--- src/rtl/wallacePkg.sv ---
package wallacePkg;

	// Radix-4 Booth layout for a 24x24 product
	localparam int unsigned rowCount = 13;
	localparam int unsigned rowWidth = 26;
	localparam int unsigned rowShift = 2;
	localparam int unsigned productWidth = 48;

	// Row counts after each 3:2 layer
	localparam int unsigned firstLayerRows = 9;
	localparam int unsigned earlyRows = 6;
	localparam int unsigned thirdLayerRows = 4;
	localparam int unsigned fourthLayerRows = 3;

	// Input to product, in clock cycles
	localparam int unsigned pipeDepth = 3;

	typedef logic signed [rowWidth-1:0] rowT;
	typedef rowT [rowCount-1:0] rowArrayT;
	typedef logic [productWidth-1:0] sumT;
	typedef sumT [earlyRows-1:0] earlyArrayT;

	// Sign-extend a row and move it to weight 4**index
	function automatic sumT alignRow(rowT row, int unsigned index);
		sumT extended;
		extended = {{(productWidth - rowWidth){row[rowWidth-1]}}, row};
		return extended << (rowShift * index);
	endfunction

	// Full adder per bit position
	function automatic sumT csaSum(sumT a, sumT b, sumT c);
		return a ^ b ^ c;
	endfunction

	// Majority moves up one weight, bit 47 carry falls off
	function automatic sumT csaCarry(sumT a, sumT b, sumT c);
		sumT majority;
		majority = (a & b) | (a & c) | (b & c);
		return majority << 1;
	endfunction

endpackage

--- src/rtl/earlyReducer.sv ---
`timescale 1ns/1ps

module earlyReducer
	import wallacePkg::*;
(
	input logic clk,
	input logic rstN,
	input rowArrayT rows,
	input logic inValid,
	output earlyArrayT earlyRowsQ,
	output logic earlyValid
);

	sumT aligned [rowCount];
	sumT layer1 [firstLayerRows];
	sumT layer2 [earlyRows];

	genvar k;
	genvar g;

	// Rows at their weights with the upper bits filled by the sign
	generate
		for (k = 0; k < rowCount; k++) begin : genAlign
			assign aligned[k] = alignRow(rows[k], k);
		end
	endgenerate

	// Layer 1 takes thirteen rows down to nine
	generate
		for (g = 0; g < rowCount / 3; g++) begin : genLayer1
			assign layer1[2*g] = csaSum(
				aligned[3*g],
				aligned[3*g+1],
				aligned[3*g+2]
			);
			assign layer1[2*g+1] = csaCarry(
				aligned[3*g],
				aligned[3*g+1],
				aligned[3*g+2]
			);
		end

		// Leftover row goes straight through
		for (k = 3 * (rowCount / 3); k < rowCount; k++) begin : genPass1
			assign layer1[k - rowCount / 3] = aligned[k];
		end
	endgenerate

	// Layer 2 takes nine rows down to six
	generate
		for (g = 0; g < firstLayerRows / 3; g++) begin : genLayer2
			assign layer2[2*g] = csaSum(
				layer1[3*g],
				layer1[3*g+1],
				layer1[3*g+2]
			);
			assign layer2[2*g+1] = csaCarry(
				layer1[3*g],
				layer1[3*g+1],
				layer1[3*g+2]
			);
		end
	endgenerate

	// Six rows into the stage register
	always_ff @(posedge clk) begin
		for (int i = 0; i < earlyRows; i++) begin
			earlyRowsQ[i] <= layer2[i];
		end
	end

	always_ff @(posedge clk or negedge rstN) begin
		if (!rstN) begin
			earlyValid <= 1'b0;
		end else begin
			earlyValid <= inValid;
		end
	end

	// A floating strobe upstream would poison every later stage
	earlyValidKnown: assert property (
		@(posedge clk) disable iff (!rstN)
		!$isunknown(earlyValid)
	) else $error("earlyValid is unknown out of reset");

endmodule

--- src/rtl/lateReducer.sv ---
`timescale 1ns/1ps

module lateReducer
	import wallacePkg::*;
(
	input logic clk,
	input logic rstN,
	input earlyArrayT earlyRowsQ,
	input logic earlyValid,
	output sumT sumQ,
	output sumT carryQ,
	output logic pairValid
);

	sumT layer3 [thirdLayerRows];
	sumT layer4 [fourthLayerRows];
	sumT pairSum;
	sumT pairCarry;

	genvar g;
	genvar k;

	// Layer 3, six rows down to four
	generate
		for (g = 0; g < earlyRows / 3; g++) begin : genLayer3
			assign layer3[2*g] = csaSum(
				earlyRowsQ[3*g],
				earlyRowsQ[3*g+1],
				earlyRowsQ[3*g+2]
			);
			assign layer3[2*g+1] = csaCarry(
				earlyRowsQ[3*g],
				earlyRowsQ[3*g+1],
				earlyRowsQ[3*g+2]
			);
		end
	endgenerate

	// Layer 4, four rows down to three
	generate
		for (g = 0; g < thirdLayerRows / 3; g++) begin : genLayer4
			assign layer4[2*g] = csaSum(
				layer3[3*g],
				layer3[3*g+1],
				layer3[3*g+2]
			);
			assign layer4[2*g+1] = csaCarry(
				layer3[3*g],
				layer3[3*g+1],
				layer3[3*g+2]
			);
		end

		// Fourth row waits one layer
		for (k = 3 * (thirdLayerRows / 3); k < thirdLayerRows; k++) begin : genPass4
			assign layer4[k - thirdLayerRows / 3] = layer3[k];
		end
	endgenerate

	// Layer 5 leaves the carry-save pair
	assign pairSum = csaSum(layer4[0], layer4[1], layer4[2]);
	assign pairCarry = csaCarry(layer4[0], layer4[1], layer4[2]);

	always_ff @(posedge clk) begin
		sumQ <= pairSum;
		carryQ <= pairCarry;
	end

	always_ff @(posedge clk or negedge rstN) begin
		if (!rstN) begin
			pairValid <= 1'b0;
		end else begin
			pairValid <= earlyValid;
		end
	end

	// Strobe keeps step with the data through this stage
	pairValidFollows: assert property (
		@(posedge clk) disable iff (!rstN)
		$past(rstN) |-> (pairValid == $past(earlyValid))
	) else $error("pairValid does not follow earlyValid by one cycle");

endmodule

--- src/rtl/finalAdder.sv ---
`timescale 1ns/1ps

module finalAdder
	import wallacePkg::*;
(
	input logic clk,
	input logic rstN,
	input sumT sumQ,
	input sumT carryQ,
	input logic pairValid,
	output sumT product,
	output logic outValid
);

	sumT fullSum;

	// Carry-propagate add, result wraps at 2**48
	assign fullSum = sumQ + carryQ;

	always_ff @(posedge clk) begin
		product <= fullSum;
	end

	always_ff @(posedge clk or negedge rstN) begin
		if (!rstN) begin
			outValid <= 1'b0;
		end else begin
			outValid <= pairValid;
		end
	end

	// No product appears without a pair behind it
	outValidHasSource: assert property (
		@(posedge clk) disable iff (!rstN)
		$rose(outValid) |-> $past(pairValid)
	) else $error("outValid rose without pairValid one cycle earlier");

endmodule

--- src/rtl/wallaceTree.sv ---
`timescale 1ns/1ps

module wallaceTree
	import wallacePkg::*;
(
	input logic clk,
	input logic rstN,
	input rowArrayT rows,
	input logic inValid,
	output sumT product,
	output logic outValid
);

	// Six aligned rows between the reducers
	earlyArrayT earlyRowsQ;
	logic earlyValid;

	// Carry-save pair into the final adder
	sumT sumQ;
	sumT carryQ;
	logic pairValid;

	earlyReducer uEarly (
		.clk(clk),
		.rstN(rstN),
		.rows(rows),
		.inValid(inValid),
		.earlyRowsQ(earlyRowsQ),
		.earlyValid(earlyValid)
	);

	lateReducer uLate (
		.clk(clk),
		.rstN(rstN),
		.earlyRowsQ(earlyRowsQ),
		.earlyValid(earlyValid),
		.sumQ(sumQ),
		.carryQ(carryQ),
		.pairValid(pairValid)
	);

	finalAdder uFinal (
		.clk(clk),
		.rstN(rstN),
		.sumQ(sumQ),
		.carryQ(carryQ),
		.pairValid(pairValid),
		.product(product),
		.outValid(outValid)
	);

endmodule

--- config.mk ---
export PLATFORM = sky130hd
export DESIGN_NAME = wallaceTree
export DESIGN_NICKNAME = d
export VERILOG_FILES = /design/src/rtl/wallacePkg.sv /design/src/rtl/earlyReducer.sv /design/src/rtl/lateReducer.sv /design/src/rtl/finalAdder.sv /design/src/rtl/wallaceTree.sv
export SDC_FILE = /design/constraint.sdc
export NUM_CORES = 1
export LEC_CHECK = 0
export ABC_AREA = 1
export ABC_CLOCK_PERIOD_IN_PS = 2400
export BUFFER_PORTS_ARGS = -buffer_cell sky130_fd_sc_hd__buf_2
export CELL_PAD_IN_SITES_DETAIL_PLACEMENT = 1
export CELL_PAD_IN_SITES_GLOBAL_PLACEMENT = 1
export CORE_MARGIN = 2
export CORE_UTILIZATION = 44
export CTS_BUF_LIST = sky130_fd_sc_hd__clkbuf_8
export DETAILED_ROUTE_END_ITERATION = 10
export PLACE_DENSITY_LB_ADDON = 0.3
export SYNTH_ARGS = -nofsm -noshare
export SYNTH_HDL_FRONTEND = slang
export SYNTH_SLANG_ARGS = --single-unit
--- constraint.sdc ---
create_clock -name clk -period 2.4 [get_ports clk]
set_input_delay 0.36 -clock clk [delete_from_list [all_inputs] [get_ports clk]]
set_output_delay 0.36 -clock clk [all_outputs]
set_load 0.01 [all_outputs]
* Yosys cells after proc, flatten, opt, wreduce, memory -nomap -nowiden
Index checks and enable logic that the tools add are counted.
** Storage, ports and cells
- Flip-flop bits (word level) :: 431
- Output and inout port bits :: 49
** Operators by class
- Add/sub/neg operators :: 1
- Bitwise gates (word level) :: 77
** Operators with widths (number)
- $and A47 B47 Y47 :: 33
- $xor A48 B48 Y48 :: 22
- $or A47 B47 Y47 :: 22
- $add A48 B48 Y48 :: 1

* Depth between registers and ports, before layout
Gate-level depths: netlist of run 1.
- Depth after elaboration :: 9
- Depth in mapped cells :: 13

* Hierarchy
A second synthesis of run 1 with hierarchy kept.
** Unflattened totals
- Cell total of the unflattened synthesis :: 2012
- Area, all modules :: 20520.9 µm²
** Modules (own cells, without submodules)
- earlyReducer :: area an instance 9397.8 µm², instances 1, sequential area each 3828.7 µm², cells each 747
- lateReducer :: area an instance 5818.1 µm², instances 1, sequential area each 1906.8 µm², cells each 319
- finalAdder :: area an instance 5305.1 µm², instances 1, sequential area each 985.9 µm², cells each 946

* Worst setup path after synthesis of run 1
No wires, ideal clock.
- Path type :: register to register
- Start :: register, netlist name uEarly.earlyRowsQ[46]
- End :: register uLate.sumQ[36]
- Stages on the path, launching flop included :: 6
- Path slack :: 234 ps
- Arrival time :: 2035 ps
- Path buffers :: 0
- Cells stage by stage :: dfxtp_1 inv_1 fa_1 fa_1 inv_1 fa_1
** RTL lines
- to (signal assigned) :: line lateReducer.sv:65 : sumQ <= pairSum;
- to (decl) :: line lateReducer.sv:10 : output sumT sumQ,

* Worst setup path in the final report of run 1
- Start :: register uEarly.earlyRowsQ[46] (netlist bit)
- End :: register uLate.sumQ[46]
** On the way
- Word-level cells in the longest chain between the ends :: 6
** RTL lines
- from (decl) :: line earlyReducer.sv:10 : output earlyArrayT earlyRowsQ,
- from (signal, indexed assignment) :: line earlyReducer.sv:68 : earlyRowsQ[i] <= layer2[i];
- $xor A48 B48 Y48 (6 in a row) :: line wallacePkg.sv:32 : return a ^ b ^ c;
- net uLate.pairSum[46] :: line lateReducer.sv:17 : sumT pairSum;
The timed path passes the listed nets, and every way through them passes these cells.

==> impl_results.md, run 1 <==
- Worst Path Class, Setup: reg -> reg
- Setup TNS: 0 ns
- Commonest non-fill, non-tap cell in the layout: inv_1
- Later-pin clock latency in the skew report: 0.62 ns
- Syn. warnings: 0
- DR vias: 11700
- Post-synth top area share: a little under two fifths
- IO Pins: 390
- Netlist cell types: 26
- Drt total wl: 41200 µm
- DIE AREA: 0.0416 mm²
- Worst Path Max Fanout: 6
- Fin Clk Skew: 0.0337 ns
- Hold Path Sink: uEarly.earlyRowsQ[284]
- Vias/cell: between 4 and 5
- Nets: 2814
- Layout cells sized above 1: 24.1%
- First-pass GRT wire length: 67900 µm
- Async SR Flop Fraction: less than 1%
- Hold/Removal Path Class: in -> reg
- Cells after synthesis: 1598
- Tcrit/Tclk final: 95.0%
- Critical path endpoint category: register
- DRT iter0 DRCs: about 240
- CTS tree: built
- Total CTS buffers: 55
- Setup crit start kind: register
- Area leader, netlist: dfxtp_1
- WHS Path Cells: 2
- Worst vdd ir: 0.560 mV
- Synthesized area per cell: between 10 and 15 µm²
- Status: completed
- GR Overflow Total: 0
- Final hold violations: 0
- Root Driver: clkbuf_8
- Rel. slew slack: 73.2%
- Die H: roughly 200 µm
- Reg2Reg Depth: 4
- Routed Antenna Nets: 0
- # clock sinks: 330
- CP required: 2.87 ns
- Syn nets: 2334
- DRC: 0
- Slew @ Worst Pin: 0.397 ns
- Pre-antenna DRT Iters: 5
- Core area: 0.0395 mm²
- GRT Overall Usage: between 20% and 30%
- Worst Path Arrival: 2.75 ns
- Post-CTS Setup Inserts: 0
- Synth Cell Area: about 0.018 mm²
- FF+latch count, synth: 330
- RSZ-0062 raised after global routing: no
- F_max: 438 MHz
- Final Cell Area: ~0.022 mm²
- Initial antenna violation count: 0
- GPL Wtd Cong: around 0.8
- Post-cts resize count: 0
- Wire per inst: approximately 16 µm
- Area delta synth->final: 23.6%
- Placed instance count: 2513
- Starting Density: 44.4%
- Rows: 73
- Die X-Extent: 204 µm
- Max-cap viol count: 0
- Most frequent CP cell: fa_1
- Clock Path Buffers: 3
- Cell Pwr Density: 1270 mW/mm²
- Vias in the first global route: ~14000
- Fin cells: ~2600
- Overall power: 0.0276 W
- Placed Area: 0.0202 mm²
- Worst path max stage delay: 0.74 ns
- Crit path time final: roughly 2.3 ns
- Final Max Tran Viols: 0
- Post-DP HPWL: 35000 µm
- Cells along the critical path: buf_4, fa_1, fa_1, fa_1
- Setup-failing EPs final: 0
- I/O Buffers: 387
- EDFF count, synth: 0
- Top FF cell, synth: dfxtp_1
- CTS H-Tree Depth: 2
- Sequential area share after synthesis: 37.7%
- FF-to-FF End: uLate.sumQ[46]
- Leakage: 11.3 nW
- Clock transition at path regs: 0.06 ns
- Util after Layout: 55.0%
- Slowest library cell on the worst path: fa_1
- Hold_sp: rows[331]
- Top post-synthesis cells by area: dfxtp_1, fa_1, inv_1, ha_1, nand2_1
- Largest net degree at the start of global routing: 14
- R2R Path Start: uEarly.earlyRowsQ[46]
- Leading cell types in the layout, fill and taps excluded: inv_1, buf_2, dfxtp_1
- Setup slack, reg-to-reg: approximately 0.12 ns
- # diodes: 0
-- metal layers --
layer / vias to the layer above / part of all wire [%] / GRT usage, %
met5: - / 0 / 0
met3: 92 / 4.6 / 4.37
li1: 5590 / - / -
met2: 293 / 56 / 40.5
met4: 0 / 3.8 / 8.00
met1: 5715 / 36 / 22.0
-- worst max-delay path by stage --
stage	from	depth (start not counted)	end
floorplan	uEarly.earlyRowsQ[46]	5	uLate.sumQ[36]
CTS	uEarly.earlyRowsQ[94]	5	uLate.sumQ[40]
global route	uEarly.earlyRowsQ[94]	5	uLate.sumQ[40]
global placement	uEarly.earlyRowsQ[46]	4	uLate.sumQ[45]
detailed placement	uEarly.earlyRowsQ[94]	5	uLate.sumQ[40]
finish	uEarly.earlyRowsQ[46]	4	uLate.sumQ[46]
-- where the power goes --
| part | switching (W) | total (W) | internal [W] | leakage [nW] |
|---|---|---|---|---|
| Clock | 0.00220 | 0.00535 | 0.00314 | 0.684 |
| Sequential | 0.000740 | 0.00839 | 0.00765 | 2.79 |
| Combinational | 0.00834 | 0.0138 | 0.00550 | 7.87 |
| Total | 0.0113 | 0.0276 | 0.0163 | 11.3 |
-- worst max-delay path: cells and delay by family (launching register included) --
| family | cells | cell delay (ns) |
|---|---|---|
| fa+ha+maj | 3 | 1.69 |
| buf+inv | 1 | 0.15 |
| flops | 1 | 0.31 |
-- stage by stage --
| step | setup slack, ns | hold WS (ns) |
|---|---|---|
| after floorplan | 0.234 | 0.0644 |
| after global placement | 0.194 | 0.155 |
| after detailed placement | 0.100 | 0.157 |
| after CTS | 0.0996 | 0.00392 |
| after global routing | 0.00249 | 0.0179 |
| final | 0.119 | 0.0525 |
-- sequential cells by signal (all words and copies together) (netlist names) --
register           flops
uEarly.earlyRowsQ    190
uEarly.earlyValid      1
uFinal.outValid        1
uFinal.product        48
uLate.carryQ          41
uLate.pairValid        1
uLate.sumQ            48
-- synthesized netlist by cell type (8+ instances only) --
cell type / instances
a21oi_1: 32
dfxtp_1: 327
fa_1: 306
ha_1: 89
inv_1: 405
nand2_1: 255
nand2_2: 16
nand3_1: 22
nand3_2: 8
nor2_1: 47
nor3_1: 9
o21ai_0: 16
xnor2_1: 11
xor2_1: 21
-- kinds of logic (layout without fill, tap and decap cells) --
group | count (synthesis) | after routing | share of synthesized area (%)
flops | 330 | 330 | 37.7
xor+xnor | 32 | 32 | 1.59
fa+ha+maj | 395 | 395 | 41.2
compound gates | 54 | 54 | 1.59
simple gates | 376 | 376 | 9.18
buf+inv | 411 | 932 | 8.78
-- area by class of cell --
cell class / count / area [µm²]
Fill cell: 4443 / 17800
Sequential cell: 330 / 6620
Clock inverter: 28 / 246
Inverter: 411 / 1540
Clock buffer: 70 / 963
Timing Repair Buffer: 423 / 2290
Tap cell: 525 / 657
Multi-Input combinational cell: 857 / 9410
-- repair_timing --
action,CTS,global route
setup endpoints to repair,0,0
hold endpoints to repair,39,0
hold buffers,33,0
(Power assumes the default switching activity.)
==> inputs of run 2 (changes only) <==
- ABC_CLOCK_PERIOD_IN_PS: 2400 -> 2710
- CAP_MARGIN: default -> 0
- CORE_MARGIN: 2 -> 4
- CORE_UTILIZATION: 44 -> 47
- clock period: 2.4 -> 2.71 ns (I/O delays scaled with it)
==> run 2 against run 1 <==
  * Critical path depth grew 1
  * Via count decreased by 0.35%
  * Sequential power decreased by 11%
==> impl_results.md, run 2 (synthesis results as in run 1) <==
- Later-pin clock latency in the skew report: 0.60 ns (was 0.62 ns)
- FF-to-FF End: uLate.sumQ[41] (was uLate.sumQ[46])
- Placed Area: 0.0201 mm² (was 0.0202 mm²)
- Top reg by flops: uEarly.earlyRowsQ (unchanged)
- Vias/cell: 4.54 (was 4.42)
- CP required: 3.18 ns (was 2.87 ns)
- CTS tree: built (unchanged)
- Multi-input combinational cell area: 0.00941 mm² (unchanged)
- Fin Clk Skew: 0.0161 ns (was 0.0337 ns)
- Setup slack, reg-to-reg: 0.33 ns (was 0.12 ns)
- Pre-antenna DRT Iters: 4 (was 5)
- Slew @ Worst Pin: 0.440 ns (was 0.397 ns)
- Util after Layout: 58.3% (was 55.0%)
- Hold_sp: rows[105] (was rows[331])
- GPL Wtd Cong: 0.806 (was 0.789)
- Layout cells sized above 1: 24.5% (was 24.1%)
- Initial antenna violation count: 0 (unchanged)
- Final hold violations: 0 (unchanged)
- Overall power: 0.0246 W (was 0.0276 W)
- GRT Overall Usage: 21.5% (was 21.0%)
- Leakage: 11.2 nW (was 11.3 nW)
- Total CTS buffers: 56 (was 55)
- Leading cell types in the layout, fill and taps excluded: inv_1, buf_2, dfxtp_1 (unchanged)
- Worst vdd ir: 0.500 mV (was 0.560 mV)
- Setup ws final: 0.334 ns (was 0.119 ns)
- Routed Antenna Nets: 0 (unchanged)
- Rel. slew slack: 70.6% (was 73.2%)
- Vias in the first global route: 14200 (was 14100)
- Commonest non-fill, non-tap cell in the layout: inv_1 (unchanged)
- Nets: 2791 (was 2814)
- Die X-Extent: 201 µm (was 204 µm)
- R2R Path Start: uEarly.earlyRowsQ[46] (unchanged)
- Critical path endpoint category: register (unchanged)
- Starting Density: 47.8% (was 44.4%)
- DRC: 0 (unchanged)
- Largest registers: uEarly.earlyRowsQ: 190 flops, uFinal.product: 48 flops, uLate.sumQ: 48 flops (unchanged)
- Setup-failing EPs final: 0 (unchanged)
- DR vias: 11600 (was 11700)
- Wire per inst: 16.5 µm (was 15.6 µm)
- Max-cap viol count: 0 (unchanged)
- Reg area: 0.00662 mm² (unchanged)
- I/O Buffers: 387 (unchanged)
- Worst Path Max Fanout: 6 (unchanged)
- Status: completed (unchanged)
- Reg2Reg Depth: 5 (was 4)
- DP Worst Slack: 0.285 ns (was 0.100 ns)
- Largest net degree at the start of global routing: 15 (was 14)
- # diodes: 0 (unchanged)
- Clock Path Buffers: 3 (unchanged)
- # clock sinks: 330 (unchanged)
- First-pass GRT wire length: 70300 µm (was 67900 µm)
- Cell Pwr Density: 1150 mW/mm² (was 1270 mW/mm²)
- RSZ-0062 raised after global routing: no (unchanged)
- Clock transition at path regs: 0.06 ns (about the same)
- Final Max Tran Viols: 0 (unchanged)
- Hold/Removal Path Class: in -> reg (unchanged)
- WHS Path Cells: 2 (unchanged)
- F_max: 421 MHz (was 438 MHz)
- Max FFs per register: 190 (unchanged)
- Setup TNS: 0 ns (unchanged)
- Fillers: 4095 (was 4443)
- Setup crit start kind: register (unchanged)
- IO Pins: 390 (unchanged)
- Worst Path Arrival: 2.85 ns (was 2.75 ns)
- Final Cell Area: 0.0214 mm² (was 0.0217 mm²)
- Core area: 0.0368 mm² (was 0.0395 mm²)
- Hold Path Sink: uEarly.earlyRowsQ[106] (was uEarly.earlyRowsQ[284])
- Crit path time final: 2.38 ns (was 2.28 ns)
- Tcrit/Tclk final: 87.7% (was 95.0%)
- Die H: 201 µm (was 204 µm)
- Area delta synth->final: 21.9% (was 23.6%)
- CTS H-Tree Depth: 2 (unchanged)
- Drt total wl: 42400 µm (was 41200 µm)
- GR Overflow Total: 0 (unchanged)
- Post-CTS Setup Inserts: 0 (unchanged)
- Worst Path Class, Setup: reg -> reg (unchanged)
- Post-DP HPWL: 35800 µm (was 35000 µm)
- Rows: 70 (was 73)
- DIE AREA: 0.0406 mm² (was 0.0416 mm²)
- Root Driver: clkbuf_8 (unchanged)
- DRT iter0 DRCs: 244 (was 242)
-- run 2: area by class of cell --
cell class	instances	share of cell area, %
multi-input cells	857	43.9
flip-flops and latches	330	30.9
repair buffers	399	9.60
inverters	411	7.20
clock buffers	73	4.69
well taps	468	2.73
clock inverters	28	0.963
-- run 2: metal layers --
| metal | global-route usage [%] | vias up | share of wire, % |
|---|---|---|---|
| met5 | 0 | - | 0 |
| met4 | 6.25 | 0 | 2.9 |
| met3 | 3.84 | 84 | 4.4 |
| met2 | 42.8 | 292 | 57 |
| met1 | 23.1 | 5739 | 36 |
| li1 | - | 5534 | - |
-- run 2: worst max-delay path: stages (launching register included) --
cell and delay (ns):
dfxtp_1 0.45, inv_1 0.26, fa_1 0.55, fa_1 0.50, inv_1 0.05, fa_1 0.43
-- run 2: repair_timing --
item	4_1_cts	5_1_grt
hold endpoints to repair	12	0
resized for setup	0	0
setup endpoints to repair	0	0
hold buffers	12	0
-- run 2: worst max path at each step --
stage	startpoint	slack [ns]	to
global route	uEarly.earlyRowsQ[46]	0.19	uLate.sumQ[38]
floorplan	uEarly.earlyRowsQ[46]	0.54	uLate.sumQ[36]
finish	uEarly.earlyRowsQ[46]	0.33	uLate.sumQ[41]
global placement	uEarly.earlyRowsQ[46]	0.38	uLate.sumQ[36]
detailed placement	uEarly.earlyRowsQ[46]	0.29	uLate.sumQ[37]
CTS	uEarly.earlyRowsQ[46]	0.28	uLate.sumQ[38]
-- run 2: report_power, final --
group          total (W)  switching (W)  internal (W)
logic             0.0124        0.00754       0.00490
clock network    0.00469        0.00200       0.00269
registers        0.00747       0.000692       0.00678
-- run 2: stage by stage --
step                      std cells  hold slack [ns]
after floorplan                1598            0.111
after global placement         2453            0.204
after detailed placement       2453            0.206
after CTS                      2566          0.00618
after global routing           2566           0.0404
final                          2566           0.0506
==> inputs of run 3 (changes only) <==
- PLACE_DENSITY_LB_ADDON: 0.3 -> 0.2
==> run 3 against run 2 <==
  * Sequential share of layout area increased by 0.13 points
  * Global-route usage decreased by 0.60 points
  * Combinational power about the same
  * Critical path type unchanged
  * Critical path depth unchanged
  * Largest power group unchanged
  * Clock power decreased by 4%
  * Largest cell class unchanged
  * First-iteration DRC count increased by 9.0%
  * Maximum frequency decreased by 0.70%
  * Sequential power about the same
  * Power decreased by 1.5%
==> impl_results.md, run 3 (synthesis results as in run 1) <==
- Status: completed (unchanged)
- Starting Density: 47.8% (unchanged)
- Routed Antenna Nets: 0 (unchanged)
- Placed Area: 0.0201 mm² (unchanged)
- Largest registers: uEarly.earlyRowsQ: 190 flops, uFinal.product: 48 flops, uLate.sumQ: 48 flops (unchanged)
- FF-to-FF End: uLate.sumQ[38] (was uLate.sumQ[41])
- Hold/Removal Path Class: in -> reg (unchanged)
- Layout cells sized above 1: 24.4% (was 24.5%)
- Setup TNS: 0 ns (unchanged)
- Worst vdd ir: 0.475 mV (was 0.500 mV)
- Crit path time final: 2.39 ns (was 2.38 ns)
- DRT iter0 DRCs: 266 (was 244)
- Fin Clk Skew: 0.0240 ns (was 0.0161 ns)
- Top reg by flops: uEarly.earlyRowsQ (unchanged)
- CTS tree: built (unchanged)
- I/O Buffers: 387 (unchanged)
- Area delta synth->final: 21.4% (was 21.9%)
- NetSw: 0.0100 W (was 0.0102 W)
- Commonest non-fill, non-tap cell in the layout: inv_1 (unchanged)
- Pre-antenna DRT Iters: 4 (unchanged)
- Max FFs per register: 190 (unchanged)
- Die H: 201 µm (unchanged)
- Rows: 70 (unchanged)
- Internal: 0.0142 W (was 0.0144 W)
- Hold_sp: rows[156] (was rows[105])
- Total CTS buffers: 57 (was 56)
- Tcrit/Tclk final: 88.3% (was 87.7%)
- DIE AREA: 0.0406 mm² (unchanged)
- Post-CTS Hold Buffers: 7 (was 12)
- RSZ-0062 raised after global routing: no (unchanged)
- Reg2Reg Depth: 5 (unchanged)
- Drt total wl: 40700 µm (was 42400 µm)
- Later-pin clock latency in the skew report: 0.58 ns (was 0.60 ns)
- Setup crit start kind: register (unchanged)
- Setup slack, reg-to-reg: 0.32 ns (was 0.33 ns)
- Share of power burned in registers: 30.8% (was 30.4%)
- F_max: 418 MHz (was 421 MHz)
- Nets: 2787 (was 2791)
- Leakage: 11.2 nW (about the same)
- Worst hold slack: 0.0580 ns (was 0.0506 ns)
- Core area: 0.0368 mm² (unchanged)
- GPL Wtd Cong: 0.804 (was 0.806)
- Initial antenna violation count: 1 (was 0)
- Slew @ Worst Pin: 0.408 ns (was 0.440 ns)
- Overall power: 0.0242 W (was 0.0246 W)
- Logic pwr share: 50.5% (was 50.6%)
- Wire per inst: 15.9 µm (was 16.5 µm)
- Sw frac: 41.4% (was 41.6%)
- Largest net degree at the start of global routing: 14 (was 15)
- Root Driver: clkbuf_8 (unchanged)
- # clock sinks: 330 (unchanged)
- CTS H-Tree Depth: 2 (unchanged)
- Post-cts resize count: 0 (unchanged)
- Clock group share of total power: 18.7% (was 19.1%)
- First-pass GRT wire length: 68500 µm (was 70300 µm)
- Clock transition at path regs: 0.06 ns (about the same)
- GR Overflow Total: 0 (unchanged)
- Rel. slew slack: 72.5% (was 70.6%)
- Hold Path Sink: uEarly.earlyRowsQ[108] (was uEarly.earlyRowsQ[106])
- Final Cell Area: 0.0213 mm² (was 0.0214 mm²)
- Die X-Extent: 201 µm (unchanged)
- Worst Path Max Fanout: 6 (unchanged)
- Clock Path Buffers: 3 (unchanged)
- Final hold violations: 0 (unchanged)
- Worst Path Arrival: 2.84 ns (was 2.85 ns)
- Critical path endpoint category: register (unchanged)
- Cell Pwr Density: 1130 mW/mm² (was 1150 mW/mm²)
- Vias/cell: 4.50 (was 4.54)
- Post-DP HPWL: 34900 µm (was 35800 µm)
- Vias in the first global route: 14200 (about the same)
- R2R Path Start: uEarly.earlyRowsQ[46] (unchanged)
- Post-CTS Setup Inserts: 0 (unchanged)
- IO Pins: 390 (unchanged)
- Final Max Tran Viols: 0 (unchanged)
- Leading cell types in the layout, fill and taps excluded: inv_1, buf_2, dfxtp_1 (unchanged)
- Worst Path Class, Setup: reg -> reg (unchanged)
- Max-cap viol count: 0 (unchanged)
- DRC: 0 (unchanged)
- CP required: 3.16 ns (was 3.18 ns)
- GRT Overall Usage: 20.9% (was 21.5%)
- DR vias: 11500 (was 11600)
- Setup-failing EPs final: 0 (unchanged)
- WHS Path Cells: 2 (unchanged)
run 3: per-stage QoR:
step / util, % / setup WS, ns / cells
floorplan: - / 0.544 / 1598
global placement: 54.6 / 0.371 / 2453
detailed placement: 54.6 / 0.278 / 2453
CTS: 58.0 / 0.270 / 2562
global route: 58.0 / 0.182 / 2563
finish: 58.0 / 0.317 / 2563
run 3: power by group through the flow:
stage	Sequential, W	Clock, W	Combinational (W)
5_1_grt	0.00765	0.00495	0.0144
3_3_place_gp	0.00750	0	0.0118
3_5_place_dp	0.00757	0	0.0125
6_report	0.00746	0.00452	0.0122
4_1_cts	0.00750	0.00470	0.0127
2_1_floorplan	0.00758	0	0.00811
run 3: worst max-delay path, cell delays in order, from the launching register on:
cell and delay [ns]:
dfxtp_1 0.45, inv_1 0.26, fa_1 0.53, fa_1 0.54
inv_1 0.05, fa_1 0.43
run 3: cell type report:
class	instances	area [µm²]
diodes	1	2.50
clock buffers	72	991
clock inverters	30	179
fillers	4133	15400
inverters	411	1540
multi-input cells	857	9410
flip-flops and latches	330	6620
well taps	468	586
repair buffers	394	2010
run 3: how the worst max path moves through the flow:
stage,start,end,cells past startpoint
after CTS,uEarly.earlyRowsQ[46],uLate.sumQ[38],5
after detailed placement,uEarly.earlyRowsQ[46],uLate.sumQ[38],5
after floorplan,uEarly.earlyRowsQ[46],uLate.sumQ[36],5
after global routing,uEarly.earlyRowsQ[46],uLate.sumQ[38],5
after global placement,uEarly.earlyRowsQ[46],uLate.sumQ[36],5
final,uEarly.earlyRowsQ[46],uLate.sumQ[38],5
run 3: routing by layer:
metal	global-route usage (%)	vias to the layer above	wire [µm]
li1	-	5535	-
met2	40.8	268	22900
met1	22.9	5664	14800
met5	0	-	0
met3	3.79	74	1810
met4	6.54	0	1180
